===== config.mk =====
export PLATFORM = sky130hd
export DESIGN_NAME = refill_arbiter
export DESIGN_NICKNAME = d
export VERILOG_FILES = /design/src/rtl/mem_pkg.sv /design/src/rtl/refill_arbiter.sv
export VERILOG_INCLUDE_DIRS = /design/src /design/src/rtl
export SDC_FILE = /design/constraint.sdc
export NUM_CORES = 1
export LEC_CHECK = 0
export BUFFER_PORTS_ARGS = -buffer_cell sky130_fd_sc_hd__clkbuf_2
export CAP_MARGIN = 30
export CELL_PAD_IN_SITES_DETAIL_PLACEMENT = 1
export CELL_PAD_IN_SITES_GLOBAL_PLACEMENT = 1
export CORE_UTILIZATION = 28
export CTS_BUF_LIST = sky130_fd_sc_hd__clkbuf_8
export DETAILED_ROUTE_END_ITERATION = 6
export GPL_TIMING_DRIVEN = 1
export PLACE_DENSITY_LB_ADDON = 0.1
export SLEW_MARGIN = 0
export SYNTH_ARGS = -nofsm -noshare
export SYNTH_HDL_FRONTEND = slang
export SYNTH_SLANG_ARGS = --single-unit
export TNS_END_PERCENT = 1

===== constraint.sdc =====
create_clock -name clk -period 1.62 [get_ports clk]
set_input_delay 0.324 -clock clk [delete_from_list [all_inputs] [get_ports clk]]
set_output_delay 0.324 -clock clk [all_outputs]
set_load 0.02 [all_outputs]

===== src/rtl/mem_settings.svh =====
// sizes shared by rtl and bench; line bytes and line count must stay powers of two
`ifndef MEM_SETTINGS_SVH
`define MEM_SETTINGS_SVH

// address and data word width
`define MEM_XLEN 32

// bytes per cache line, also the off-chip bus width in bytes
`define MEM_LINE_BYTES 16

// lines per cache
`define MEM_CACHE_LINES 16

`endif


===== src/rtl/mem_pkg.sv =====
// field widths follow mem_settings.svh; the tag takes every address bit above index and offset
`default_nettype none
`include "mem_settings.svh"

package mem_pkg;

    localparam int MEM_OFFSET_W = $clog2(`MEM_LINE_BYTES);  // word select plus byte lane
    localparam int MEM_INDEX_W  = $clog2(`MEM_CACHE_LINES);
    localparam int MEM_TAG_W    = `MEM_XLEN - MEM_INDEX_W - MEM_OFFSET_W;

    typedef struct packed {
        logic [MEM_TAG_W-1:0]    tag;
        logic [MEM_INDEX_W-1:0]  index;
        logic [MEM_OFFSET_W-1:0] offset;
    } mem_addr_s;

    // one address word, seen raw or split into cache fields
    typedef union packed {
        logic [`MEM_XLEN-1:0] raw;
        mem_addr_s            f;
    } mem_addr_u;

    typedef enum logic [1:0] {SIZE_WORD = 2'd0, SIZE_BYTE = 2'd1, SIZE_HALF = 2'd2} access_size_e;

    typedef enum logic [1:0] {OWNER_NONE = 2'd0, OWNER_INST = 2'd1, OWNER_DATA = 2'd2} refill_owner_e;

endpackage

`default_nettype wire


===== src/rtl/refill_arbiter.sv =====
// one refill at a time, instruction side wins in idle; offchip_mem_ready is a one-cycle pulse
`timescale 1ns/1ns
`default_nettype none
`include "mem_settings.svh"

module refill_arbiter import mem_pkg::*; (
    input  logic                  clk,
    input  logic                  rst_n,
    input  logic                  inst_miss,
    input  logic [`MEM_XLEN-1:0]  inst_addr,
    input  logic                  inst_load_complete,
    input  logic                  data_miss,
    input  logic [`MEM_XLEN-1:0]  data_addr,
    input  logic                  data_victim_dirty,
    input  logic [`MEM_XLEN-1:0]  data_victim_addr,
    input  logic                  data_load_complete,
    input  logic                  offchip_mem_ready,
    output logic                  inst_load_en,
    output logic                  data_load_en,
    output logic                  data_save_ready,
    output logic                  offchip_mem_read_en,
    output logic                  offchip_mem_write_en,
    output logic [`MEM_XLEN-1:0]  offchip_mem_addr
);

    localparam logic [2:0] ST_IDLE      = 3'd0;
    localparam logic [2:0] ST_READ      = 3'd1;
    localparam logic [2:0] ST_WRITEBACK = 3'd2;
    localparam logic [2:0] ST_LOAD      = 3'd3;
    localparam logic [2:0] ST_WAIT_IDLE = 3'd4;

    logic [2:0]           state;
    refill_owner_e        owner;
    logic [`MEM_XLEN-1:0] line_addr;   // aligned address of the line being fetched

    mem_addr_u            inst_line;
    mem_addr_u            data_line;
    logic                 owner_miss;
    logic                 owner_load_complete;

    // clear the offset field to line-align each requester
    always_comb begin
        inst_line.raw      = inst_addr;
        inst_line.f.offset = '0;
        data_line.raw      = data_addr;
        data_line.f.offset = '0;
    end

    assign owner_miss          = (owner == OWNER_INST) ? inst_miss : data_miss;
    assign owner_load_complete = (owner == OWNER_INST) ? inst_load_complete : data_load_complete;

    // victim address only goes out while writing back
    assign offchip_mem_addr = (state == ST_WRITEBACK) ? data_victim_addr : line_addr;

    always_ff @(posedge clk or negedge rst_n) begin
        if (!rst_n) begin
            state                <= ST_IDLE;
            owner                <= OWNER_NONE;
            line_addr            <= '0;
            offchip_mem_read_en  <= 1'b0;
            offchip_mem_write_en <= 1'b0;
            inst_load_en         <= 1'b0;
            data_load_en         <= 1'b0;
            data_save_ready      <= 1'b0;
        end else begin
            case (state)
                ST_IDLE: begin
                    if (inst_miss) begin              // fixed priority
                        owner               <= OWNER_INST;
                        line_addr           <= inst_line.raw;
                        offchip_mem_read_en <= 1'b1;
                        state               <= ST_READ;
                    end else if (data_miss) begin
                        owner               <= OWNER_DATA;
                        line_addr           <= data_line.raw;
                        offchip_mem_read_en <= 1'b1;
                        state               <= ST_READ;
                    end
                end
                ST_READ: begin
                    if (offchip_mem_ready) begin
                        offchip_mem_read_en <= 1'b0;
                        if (owner == OWNER_DATA && data_victim_dirty) begin
                            offchip_mem_write_en <= 1'b1;
                            state                <= ST_WRITEBACK;
                        end else begin
                            if (owner == OWNER_INST) begin
                                inst_load_en <= 1'b1;
                            end else begin
                                data_load_en <= 1'b1;
                            end
                            state <= ST_LOAD;
                        end
                    end
                end
                ST_WRITEBACK: begin
                    if (offchip_mem_ready) begin
                        offchip_mem_write_en <= 1'b0;
                        data_save_ready      <= 1'b1;  // lets the cache overwrite the victim
                        data_load_en         <= 1'b1;
                        state                <= ST_LOAD;
                    end
                end
                ST_LOAD: begin
                    if (owner_load_complete) begin
                        inst_load_en    <= 1'b0;
                        data_load_en    <= 1'b0;
                        data_save_ready <= 1'b0;
                        state           <= ST_WAIT_IDLE;
                    end
                end
                ST_WAIT_IDLE: begin
                    // requester takes its hit, then its miss drops
                    if (!owner_miss) begin
                        owner <= OWNER_NONE;
                        state <= ST_IDLE;
                    end
                end
                default: state <= ST_IDLE;
            endcase
        end
    end

    a_one_enable: assert property (
        @(posedge clk) disable iff (!rst_n) !(offchip_mem_read_en && offchip_mem_write_en)
    ) else $error("refill_arbiter: read and write enables both high");

    a_addr_hold: assert property (
        @(posedge clk) disable iff (!rst_n)
        (offchip_mem_read_en || offchip_mem_write_en) && !offchip_mem_ready
        |=> $stable(offchip_mem_addr)
    ) else $error("refill_arbiter: offchip_mem_addr moved before ready");

endmodule

`default_nettype wire


# Yosys cells after proc, flatten, opt, wreduce, memory -nomap -nowiden
# Index checks and enable logic that the tools add are counted.
[totals] output_inout_bits=37 register_bits=42 input_bits=104
[classes] mux=35 n_reduce_logical=17 n_eq_ne=15
[op_table] op="two-way mux 32 bit" n=3
[op_table] op="two-way mux 3 bit" n=6
[op_table] op="two-way mux 1 bit" n=16
[op_table] op="inequality test 2 bit, second input constant" n=8
[op_table] op="case mux 3 bit (5 select lines)" n=1
[op_table] op="nonzero test 2 bit" n=6
[op_table] op="AND reduction 5 bit" n=2
[op_table] op="AND reduction 3 bit" n=3
[op_table] op="case mux 1 bit (2 select lines)" n=4
[op_table] op="== test 3 x 2 -> 1 bit, second input constant" n=2
[op_table] op="two-way mux 2 bit" n=3
[op_table] op="AND reduction 6 bit" n=1
[op_table] op="case mux 2 bit (2 select lines)" n=1
[op_table] op="AND reduction 4 bit" n=1
[op_table] op="== test 3 x 1 -> 1 bit, second input constant" n=1
[op_table] op="== test 3 bit, second input constant" n=1
[op_table] op="logical NOT 3 bit" n=1
[op_table] op="inequality test 3 bit, second input constant" n=1
[op_table] op="case mux 1 bit (3 select lines)" n=1
[op_table] op="nonzero test 3 bit" n=1
[op_table] op="== test 2 x 1 -> 1 bit, second input constant" n=1
[op_table] op="== test 2 bit, second input constant" n=1
[op_table] op="AND reduction 2 bit" n=1
[op_table] op="logical AND 1 bit" n=1

# Logic depth before layout (Yosys ltp)
# Gate-level depths: netlist (run 1).
[depth] ltp_word=5 ltp_mapped=7 depth_no_buf=4

# Least setup slack after synthesis (run 1)
# OpenSTA, ideal clock, no wires.
[synth_path] path_type="flip-flop to output port" startpoint="reg state[2]" endpoint="out offchip_mem_addr[10]" t_arrival_ns=1.410 path_slack_ns=-0.114 required_ns=1.296 stages_incl_launch_ff=5 cell_sequence="dfrtp_1 -> nand2b_1 -> nor2_1 -> buf_4 -> mux2_2"
[synth_between] elab_chain_len=2
[synth_lines] item="from (decl)" line_no="refill_arbiter.sv:32" text="logic [2:0] state;"
[synth_lines] item="from (signal assigned)" line_no="refill_arbiter.sv:57" text="state <= ST_IDLE;"
[synth_lines] item="from (signal assigned)" line_no="refill_arbiter.sv:72" text="state <= ST_READ;"
[synth_lines] item="from (signal assigned)" line_no="refill_arbiter.sv:77" text="state <= ST_READ;"
[synth_lines] item="== test 3 x 2 -> 1 bit" line_no="refill_arbiter.sv:53" text="assign offchip_mem_addr = (state == ST_WRITEBACK) ? data_victim_addr : line_addr;"
[synth_lines] item="two-way mux 32 bit" line_no="refill_arbiter.sv:53"
[synth_lines] item="to (decl)" line_no="refill_arbiter.sv:23" text="output logic [`MEM_XLEN-1:0] offchip_mem_addr"
# Every way passes these cells.

# Final worst setup path (run 1)
[layout_path] startpoint="reg state[2]" endpoint="out offchip_mem_addr[16]"
# The elaborated chain is that of the path after synthesis.

==> results of run 1 <==
-- state kept, by name, summed over array words and instances, names as in the netlist --
name,flops
line_addr,28
owner,2
inst_load_en,1
offchip_mem_write_en,1
offchip_mem_read_en,1
data_load_en,1
state,3
data_save_ready,1
-- Yosys cell counts (2+ instances only) --
master    number  area, um^2
mux2i_1       30         300
nand2b_1       2        12.5
a21oi_1       31         155
buf_6          2        22.5
nand2_1        3        11.3
nor3_1         4        20.0
dfrtp_1       38         951
mux2_2        28         315
nand3_1        2        10.0
and2_1         5        31.3
buf_4          5        37.5
buf_2          8        40.0
o21ai_0        9        45.0
nor2_1        34         128
clkbuf_1       2        7.51
nor2b_1        2        12.5
inv_1          2        7.51
-- path summary, 6_finish.rpt --
check / from / to / slack (ns) / depth (start not counted)
max: state[2]$_DFFE_PN0P_ / offchip_mem_addr[16] / -0.39 / 6
min: data_addr[25] / line_addr[25]$_DFFE_PN0P_ / 0.33 / 3
max reg2reg: state[0]$_DFFE_PN0P_ / line_addr[11]$_DFFE_PN0P_ / 0.04 / 6
min reg2reg: inst_load_en$_DFFE_PN0P_ / inst_load_en$_DFFE_PN0P_ / 0.51 / 1
max in group asynchronous: rst_n / line_addr[10]$_DFFE_PN0P_ / 0.64 / 3
min in group asynchronous: rst_n / offchip_mem_write_en$_DFFE_PN0P_ / 0.50 / 2
-- logic make-up (layout without fill, tap and decap cells) --
kind of cell	count (synthesis)	in the layout	share of synthesized area
AND/OR/NAND/NOR	58	58	0.127
buffers and inverters	19	161	0.0516
multiplexers	59	59	0.283
flip-flops	38	38	0.426
AO/OA/AOI/OAI	47	47	0.113
-- per-layer routing --
| metal | global-route usage | share of wire | vias up |
|---|---|---|---|
| met5 | 0 | 0 | - |
| li1 | - | - | 1053 |
| met3 | 0.0436 | 0.061 | 5 |
| met4 | 0.0503 | 0.0093 | 0 |
| met1 | 0.194 | 0.43 | 1013 |
| met2 | 0.272 | 0.50 | 77 |
-- power breakdown --
group | switching [mW] | leakage (nW) | internal, mW
logic | 2.13 | 1.28 | 2.36
clock network | 0.322 | 0.0466 | 0.284
registers | 0.281 | 0.422 | 1.42
-- what timing repair did --
item | CTS | global route
hold buffers | 1 | 0
pin swaps | 1 | 1
buffers inserted | 2 | 2
setup endpoints to repair | 32 | 58
endpoints found under the hold margin | 13 | 0
resized for setup | 6 | 86
gates cloned | 1 | 2
-- layout make-up --
cell class	count	share of cell area
Clock buffer	5	0.0197
Clock inverter	2	0.00215
Inverter	2	0.00215
Multi-Input combinational cell	164	0.361
Sequential cell	38	0.272
Tap cell	102	0.0365
Timing Repair Buffer	152	0.306
-- through the flow --
step                      hold slack [ns]  worst slack, ns  total power [mW]  cell area [um^2]  utilization
after global placement              0.274           -0.102              5.13              3090        0.399
after global routing                0.318           -0.467              7.29              3500        0.452
final                               0.330           -0.394              6.79              3500        0.452
after detailed placement            0.275           -0.129              5.21              3090        0.399
after floorplan                    0.0284          -0.0380              4.05              2230            -
after CTS                           0.325           -0.434              6.03              3250        0.420
-- critical path: cells and delay by family, from the launching register on --
kind / cells / cell delay, ns
buffers and inverters: 3 / 0.39
flip-flops: 1 / 0.38
multiplexers: 1 / 0.34
AND/OR/NAND/NOR: 2 / 0.29
==> results.py, run 1 <==
metrics = {
    "final_layout": {
        "drive_above_1_share": 0.529,
        "syn_to_final_growth_pct": 56.6,
        "diodes": 0,
        "mostFrequentLayoutCell": "clkbuf_2",
        "multi_input_area_um2": 1260,
        "final_nets": 467,
        "ff_latch_area_um2": 951,
        "most-common-layout-cells": "106 x clkbuf_2, 38 x dfrtp_1, 33 x nor2_1, 31 x a21oi_1, 30 x mux2i_1",
        "n_fill_cell": 898,
        "final_cells": 465,
    },
    "sta": {
        "max_freq_ghz": 0.497,
        "rsz0062_at_grt": "yes",
        "fin_worst_skew_ns": 0.00618,
        "tightest_slew_ns": 0.417,
        "layout_setup_ws_ns": -0.394,
        "slew_headroom": 0.722,
        "final-hold-violation-count": 0,
        "setup_viol": 32,
        "setup_tns_ns": -10.55,
        "period_needed_ns": 2.01,
        "slew_violations": 0,
        "period_share": 1.24,
    },
    "clock_network": {
        "htree_levels": 2,
        "cts-root-buf": "clkbuf_8",
        "path_clk_slew_ns": 0.08,
        "clk_latency_ns": 0.29,
        "cts.sinks": 38,
        "cts_made_buffers": 5,
        "cts_tree": "done",
        "cts_buffer_depth": 2,
    },
    "outcome": {
        "status": "complete, but fails checks",
        "violations": "negative setup slack",
    },
    "floorplanning": {
        "initial_core_util": 0.289,
        "coreArea_um2": 7730,
        "die-width_um": 91.3,
        "die-area_um2": 8330,
        "die_y_um": 91.3,
        "ioPinCount": 141,
        "rows": 32,
    },
    "setup_path": {
        "cp_max_fo": 5,
        "cp_slowest_cell": "dfrtp_1",
        "startpoint_type": "register",
        "cpPeakStageDelay_ns": 0.38,
        "cp_common_cell": "buf_12",
        "endpoint_kind": "output port",
        "cp_cell_sequence": "nand2b_4, nor2_4, buf_12, buf_12, mux2_2, buf_6",
        "crit_arrival_ns": 1.69,
        "worstPathRequired_ns": 1.30,
        "crit_type": "reg -> out",
    },
    "synth": {
        "ys_types": 31,
        "synth-main-ff-cell": "dfrtp_1",
        "yosys_warnings": 0,
        "synth_nets": 325,
        "synth-edff-count": 0,
        "syn_inst": 221,
        "ys_seq_area_frac": 0.426,
        "syn_avg_cell_area_um2": 10.1,
        "syn-cell-area_um2": 2230,
        "ys_ff_latch": 38,
        "async_flop_share": 1.00,
    },
    "route": {
        "via_count": 2148,
        "wl_per_cell_um": 14.6,
        "routed_wl_um": 6800,
        "dr.pass1.iters": 4,
        "via_per_inst": 4.62,
        "ant_nets": 0,
        "drc": 0,
        "drt-initial-drc-count": 37,
    },
    "global_routing": {
        "antenna_found_initial": 0,
        "grt_overflow": 0,
        "first_global_vias": 2196,
        "grt_start_max_net_pins": 31,
        "grt.total_usage": 0.159,
        "grt_pass1_wl_um": 10400,
    },
    "run": {
        "maxCapViolations": 0,
    },
    "placed_design": {
        "dp_hpwl_um": 4850,
        "gp_congestion": 0.709,
        "dpl.cell_count": 451,
        "io_buffers": 132,
    },
    "power_and_ir_drop": {
        "powerDensity_nw_per_um2": 1940,
        "leakage_nw": 1.75,
        "vdd_drop_max_mv": 0.709,
    },
    "worst_hold_path": {
        "holdCritPathClass": "in -> reg",
    },
}
Note: power is estimated with default switching activity, not from simulation.
==> inputs of run 2 (changes only) <==
Settings changed: CELL_PAD_IN_SITES_DETAIL_PLACEMENT 1 to not set, CELL_PAD_IN_SITES_GLOBAL_PLACEMENT 1 to not set, CORE_UTILIZATION 28 to 40, PLACE_DENSITY set to 0.87, PLACE_DENSITY_LB_ADDON 0.1 to not set.
Clock period 1.62 ns to 2 ns, I/O delays scaled along.
==> results.py, run 2 (synthesis gave the netlist of run 1 again) <==
metrics = {
    "sta": {
        "setup_viol": 27,
        "tightest_slew_ns": 0.408,
        "rsz0062_at_grt": "yes",
        "slew_violations": 0,
        "period_share": 1.04,
        "final-hold-violation-count": 0,
        "fin_worst_skew_ns": 0.00528,
        "slew_headroom": 0.728,
        "max_freq_ghz": 0.482,
        "period_needed_ns": 2.08,
        "layout_setup_ws_ns": -0.0754,
    },
    "power_and_ir_drop": {
        "powerDensity_nw_per_um2": 1610,
        "leakage_nw": 1.78,
        "finalPower_mw": 5.66,
        "vdd_drop_max_mv": 0.782,
    },
    "final_layout": {
        "most-common-layout-cells": "102 x clkbuf_2, 38 x dfrtp_1, 33 x nor2_1, 31 x a21oi_1, 30 x mux2i_1",
        "drive_above_1_share": 0.544,
        "largest_register": "line_addr",
        "syn_to_final_growth_pct": 57.3,
        "reg_top3": "line_addr x28, state x3, owner x2",
        "largest_reg_flops": 28,
        "final_nets": 468,
        "diodes": 0,
        "mostFrequentLayoutCell": "clkbuf_2",
    },
    "floorplanning": {
        "coreArea_um2": 5240,
        "initial_core_util": 0.426,
        "die_y_um": 76.7,
        "rows": 26,
        "ioPinCount": 141,
        "die-area_um2": 5880,
        "die-width_um": 76.7,
    },
    "route": {
        "via_per_inst": 5.09,
        "drt-initial-drc-count": 103,
        "routed_wl_um": 6430,
        "ant_nets": 0,
        "dr.pass1.iters": 4,
        "via_count": 2207,
        "drc": 0,
        "wl_per_cell_um": 14.8,
    },
    "global_routing": {
        "first_global_vias": 2180,
        "grt.total_usage": 0.214,
        "antenna_found_initial": 0,
        "grt_overflow": 0,
        "grt_start_max_net_pins": 31,
        "grt_pass1_wl_um": 10100,
    },
    "clock_network": {
        "path_clk_slew_ns": 0.07,
        "clk_latency_ns": 0.28,
        "cts_buffer_depth": 2,
        "htree_levels": 2,
        "cts_made_buffers": 5,
        "cts.sinks": 38,
        "cts-root-buf": "clkbuf_8",
        "postCtsHoldBufs": 0,
        "cts_tree": "done",
    },
    "setup_path": {
        "endpoint_kind": "output port",
        "crit_arrival_ns": 1.68,
        "cp_max_fo": 6,
        "worstPathRequired_ns": 1.60,
        "crit_type": "reg -> out",
        "startpoint_type": "register",
    },
    "outcome": {
        "violations": "negative setup slack",
        "status": "complete, but fails checks",
    },
    "placed_design": {
        "io_buffers": 132,
        "gp_congestion": 0.834,
        "pre_cts_ws_ns": 0.119,
        "dp_hpwl_um": 4420,
    },
    "worst_hold_path": {
        "holdCritPathClass": "in -> async",
    },
    "run": {
        "maxCapViolations": 0,
    },
}
[run 2: cell count changes in the layout (fill, tap and decap cells not counted), sizes merged]
| cell | previous run | this run |
|---|---|---|
| dlygate4sd3 | 1 | 0 |
| clkbuf | 117 | 107 |
| buf | 39 | 51 |
[run 2: repair_timing]
| item | in CTS | in global routing |
|---|---|---|
| pin swaps | 1 | 3 |
| resized for setup | 46 | 75 |
| buffers inserted | 7 | 1 |
| gates cloned | 1 | 0 |
| setup endpoints to repair | 30 | 32 |
[run 2: critical path: stages, from the launching register on]
cell,delay (ns)
dfrtp_1,0.38
nand2b_4,0.15
nor2_4,0.13
buf_12,0.13
buf_12,0.11
mux2_2,0.34
clkbuf_2,0.16
[run 2: final cells by class]
cell class,instances,area [um^2]
repair buffers,153,1120
well taps,70,87.6
inverters,2,7.51
fillers,419,1730
flip-flops and latches,38,951
clock inverters,2,7.51
clock buffers,5,68.8
multi-input cells,164,1270
[run 2: worst paths after layout]
kind / end / start / cells past startpoint / slack (ns)
setup / recovery: offchip_mem_addr[24] / state[2]$_DFFE_PN0P_ / 6 / -0.08
hold / removal: data_load_en$_DFFE_PN0P_ / rst_n / 1 / 0.04
setup reg to reg: line_addr[9]$_DFFE_PN0P_ / state[1]$_DFFE_PN0P_ / 6 / 0.40
hold reg to reg: owner[0]$_DFFE_PN0P_ / owner[0]$_DFFE_PN0P_ / 2 / 0.51
max in group asynchronous: line_addr[22]$_DFFE_PN0P_ / rst_n / 2 / 1.44
min in group clk: line_addr[17]$_DFFE_PN0P_ / data_addr[17] / 3 / 0.42
[run 2: power by group]
group,internal [mW],switching [mW]
clock network,0.230,0.240
logic,2.04,1.77
registers,1.15,0.235
[run 2: routing by layer]
metal / global-route usage / part of all wire / up-vias
li1: - / - / 1068
met1: 0.236 / 0.40 / 1039
met2: 0.404 / 0.53 / 93
met3: 0.0548 / 0.061 / 7
met4: 0.0519 / 0.0099 / 0
met5: 0 / 0 / -
[run 2: through the flow]
stage | util | cells | TNS (ns) | instance area (um^2) | hold WS, ns
2_1_floorplan | - | 221 | 0 | 2230 | 0.104
3_3_place_gp | 0.567 | 418 | 0 | 2970 | 0.344
3_5_place_dp | 0.567 | 418 | 0 | 2970 | 0.346
4_1_cts | 0.637 | 433 | -3.12 | 3340 | 0.0374
5_1_grt | 0.671 | 434 | -2.92 | 3510 | 0.0644
6_report | 0.671 | 434 | -1.47 | 3510 | 0.0363
==> inputs of run 3 (changes only) <==
Settings changed: CORE_UTILIZATION 40 to 44, CTS_CLUSTER_SIZE set to 10, PLACE_DENSITY 0.87 to 0.93.
==> results.py, run 3 (synthesis gave the netlist of run 1 again) <==
metrics = {
    "global_routing": {
        "grt_pass1_wl_um": 8910,
        "grt_overflow": 0,
        "antenna_found_initial": 0,
        "first_global_vias": 2125,
        "grt.total_usage": 0.217,
        "grt_start_max_net_pins": 32,
    },
    "power_and_ir_drop": {
        "p_int_mw": 3.01,
        "combPwrFrac": 0.630,
        "vdd_drop_max_mv": 0.870,
        "clkPwrFrac": 0.103,
        "leakage_nw": 1.67,
        "sw_frac_of_total": 0.416,
        "finalPower_mw": 5.16,
        "p_switching_mw": 2.14,
        "seq_power_share": 0.267,
        "powerDensity_nw_per_um2": 1570,
    },
    "placed_design": {
        "dp_hpwl_um": 4290,
        "io_buffers": 132,
        "gp_congestion": 0.781,
        "dpl.cell_count": 414,
    },
    "final_layout": {
        "n_fill_cell": 400,
        "final_cells": 427,
        "reg_top3": "line_addr x28, state x3, owner x2",
        "drive_above_1_share": 0.531,
        "utilization": 0.680,
        "mostFrequentLayoutCell": "clkbuf_2",
        "diodes": 0,
        "syn_to_final_growth_pct": 46.7,
        "largest_register": "line_addr",
        "most-common-layout-cells": "117 x clkbuf_2, 38 x dfrtp_1, 33 x nor2_1, 31 x a21oi_1, 30 x mux2i_1",
        "largest_reg_flops": 28,
        "final_nets": 463,
    },
    "sta": {
        "layout_setup_ws_ns": -0.0731,
        "max_freq_ghz": 0.482,
        "setup_viol": 28,
        "final-hold-violation-count": 0,
        "period_needed_ns": 2.07,
        "fin_worst_skew_ns": 0.00878,
        "slew_headroom": 0.656,
        "period_share": 1.04,
        "holdWs_ns": 0.00251,
        "setup_tns_ns": -1.44,
        "rsz0062_at_grt": "yes",
        "slew_violations": 0,
        "tightest_slew_ns": 0.516,
    },
    "run": {
        "maxCapViolations": 0,
    },
    "floorplanning": {
        "die_y_um": 73.2,
        "initial_core_util": 0.463,
        "die-width_um": 73.2,
        "coreArea_um2": 4820,
        "rows": 25,
        "ioPinCount": 141,
        "die-area_um2": 5360,
    },
    "setup_path": {
        "cp_max_fo": 7,
        "r2r_start": "state[1]$_DFFE_PN0P_",
        "crit_arrival_ns": 1.67,
        "endpoint_kind": "output port",
        "worstRegToRegCells": 6,
        "regToRegEndpoint": "line_addr[12]$_DFFE_PN0P_",
        "crit_type": "reg -> out",
        "worstPathRequired_ns": 1.60,
        "startpoint_type": "register",
        "r2r_slack_ns": 0.40,
    },
    "route": {
        "wl_per_cell_um": 14.2,
        "drc": 0,
        "dr.pass1.iters": 4,
        "ant_nets": 0,
        "via_per_inst": 5.07,
        "routed_wl_um": 6060,
        "drt-initial-drc-count": 69,
        "via_count": 2164,
    },
    "clock_network": {
        "htree_levels": 2,
        "path_clk_slew_ns": 0.08,
        "postCtsHoldBufs": 0,
        "cts_tree": "done",
        "cts.sinks": 38,
        "cts_buffer_depth": 2,
        "clk_latency_ns": 0.28,
        "cts_made_buffers": 5,
        "cts-root-buf": "clkbuf_8",
    },
    "worst_hold_path": {
        "holdCritPathClass": "in -> async",
    },
    "outcome": {
        "violations": "negative setup slack",
        "status": "complete, but fails checks",
    },
}
run 3: routing by layer:
layer | part of all wire | global-route usage | up-vias
li1 | - | - | 1052
met1 | 0.39 | 0.226 | 1014
met2 | 0.54 | 0.428 | 94
met3 | 0.063 | 0.0373 | 4
met4 | 0.0048 | 0.0806 | 0
met5 | 0 | 0 | -
run 3: power by group through the flow:
stage / sequential (mW) / combinational, mW / clock [mW]
CTS: 1.37 / 2.87 / 0.541
global route: 1.43 / 3.49 / 0.578
floorplan: 1.36 / 1.92 / 0
finish: 1.38 / 3.25 / 0.532
detailed placement: 1.37 / 2.68 / 0
global placement: 1.34 / 2.57 / 0
run 3: repair_timing:
| action | 4_1_cts | 5_1_grt |
|---|---|---|
| buffers inserted | 3 | 2 |
| gates cloned | 2 | 0 |
| pin swaps | 1 | 1 |
| gates resized for setup | 10 | 57 |
| endpoints found under the setup margin | 28 | 31 |
run 3: critical path: stages (launching register included):
cell and delay (ns):
dfrtp_1 0.39, nand2b_4 0.15, nor2_4 0.13, buf_6 0.14
buf_12 0.13, mux2_4 0.31, buf_6 0.13
run 3: per-stage QoR:
stage	worst slack, ns	area (um^2)
finish	-0.0731	3270
detailed placement	0.121	2960
global placement	0.170	2960
global route	-0.125	3270
CTS	-0.145	3140
floorplan	0.190	2230
run 3: worst max-delay path by stage:
stage                               from              endpoint  slack, ns
CTS                 state[2]$_DFFE_PN0P_  offchip_mem_addr[23]      -0.14
detailed placement  state[2]$_DFFE_PN0P_  offchip_mem_addr[23]       0.12
finish              state[2]$_DFFE_PN0P_  offchip_mem_addr[14]      -0.07
global route        state[2]$_DFFE_PN0P_   offchip_mem_addr[5]      -0.12
floorplan           state[2]$_DFFE_PN0P_  offchip_mem_addr[10]       0.19
global placement    state[2]$_DFFE_PN0P_  offchip_mem_addr[23]       0.17
run 3: layout make-up:
type | count | area [um^2] | area share
Tap cell | 67 | 83.8 | 0.0256
Clock buffer | 6 | 82.6 | 0.0252
Multi-Input combinational cell | 164 | 1240 | 0.378
Inverter | 2 | 7.51 | 0.00229
Sequential cell | 38 | 951 | 0.290
Timing Repair Buffer | 148 | 905 | 0.276
Clock inverter | 2 | 8.76 | 0.00267
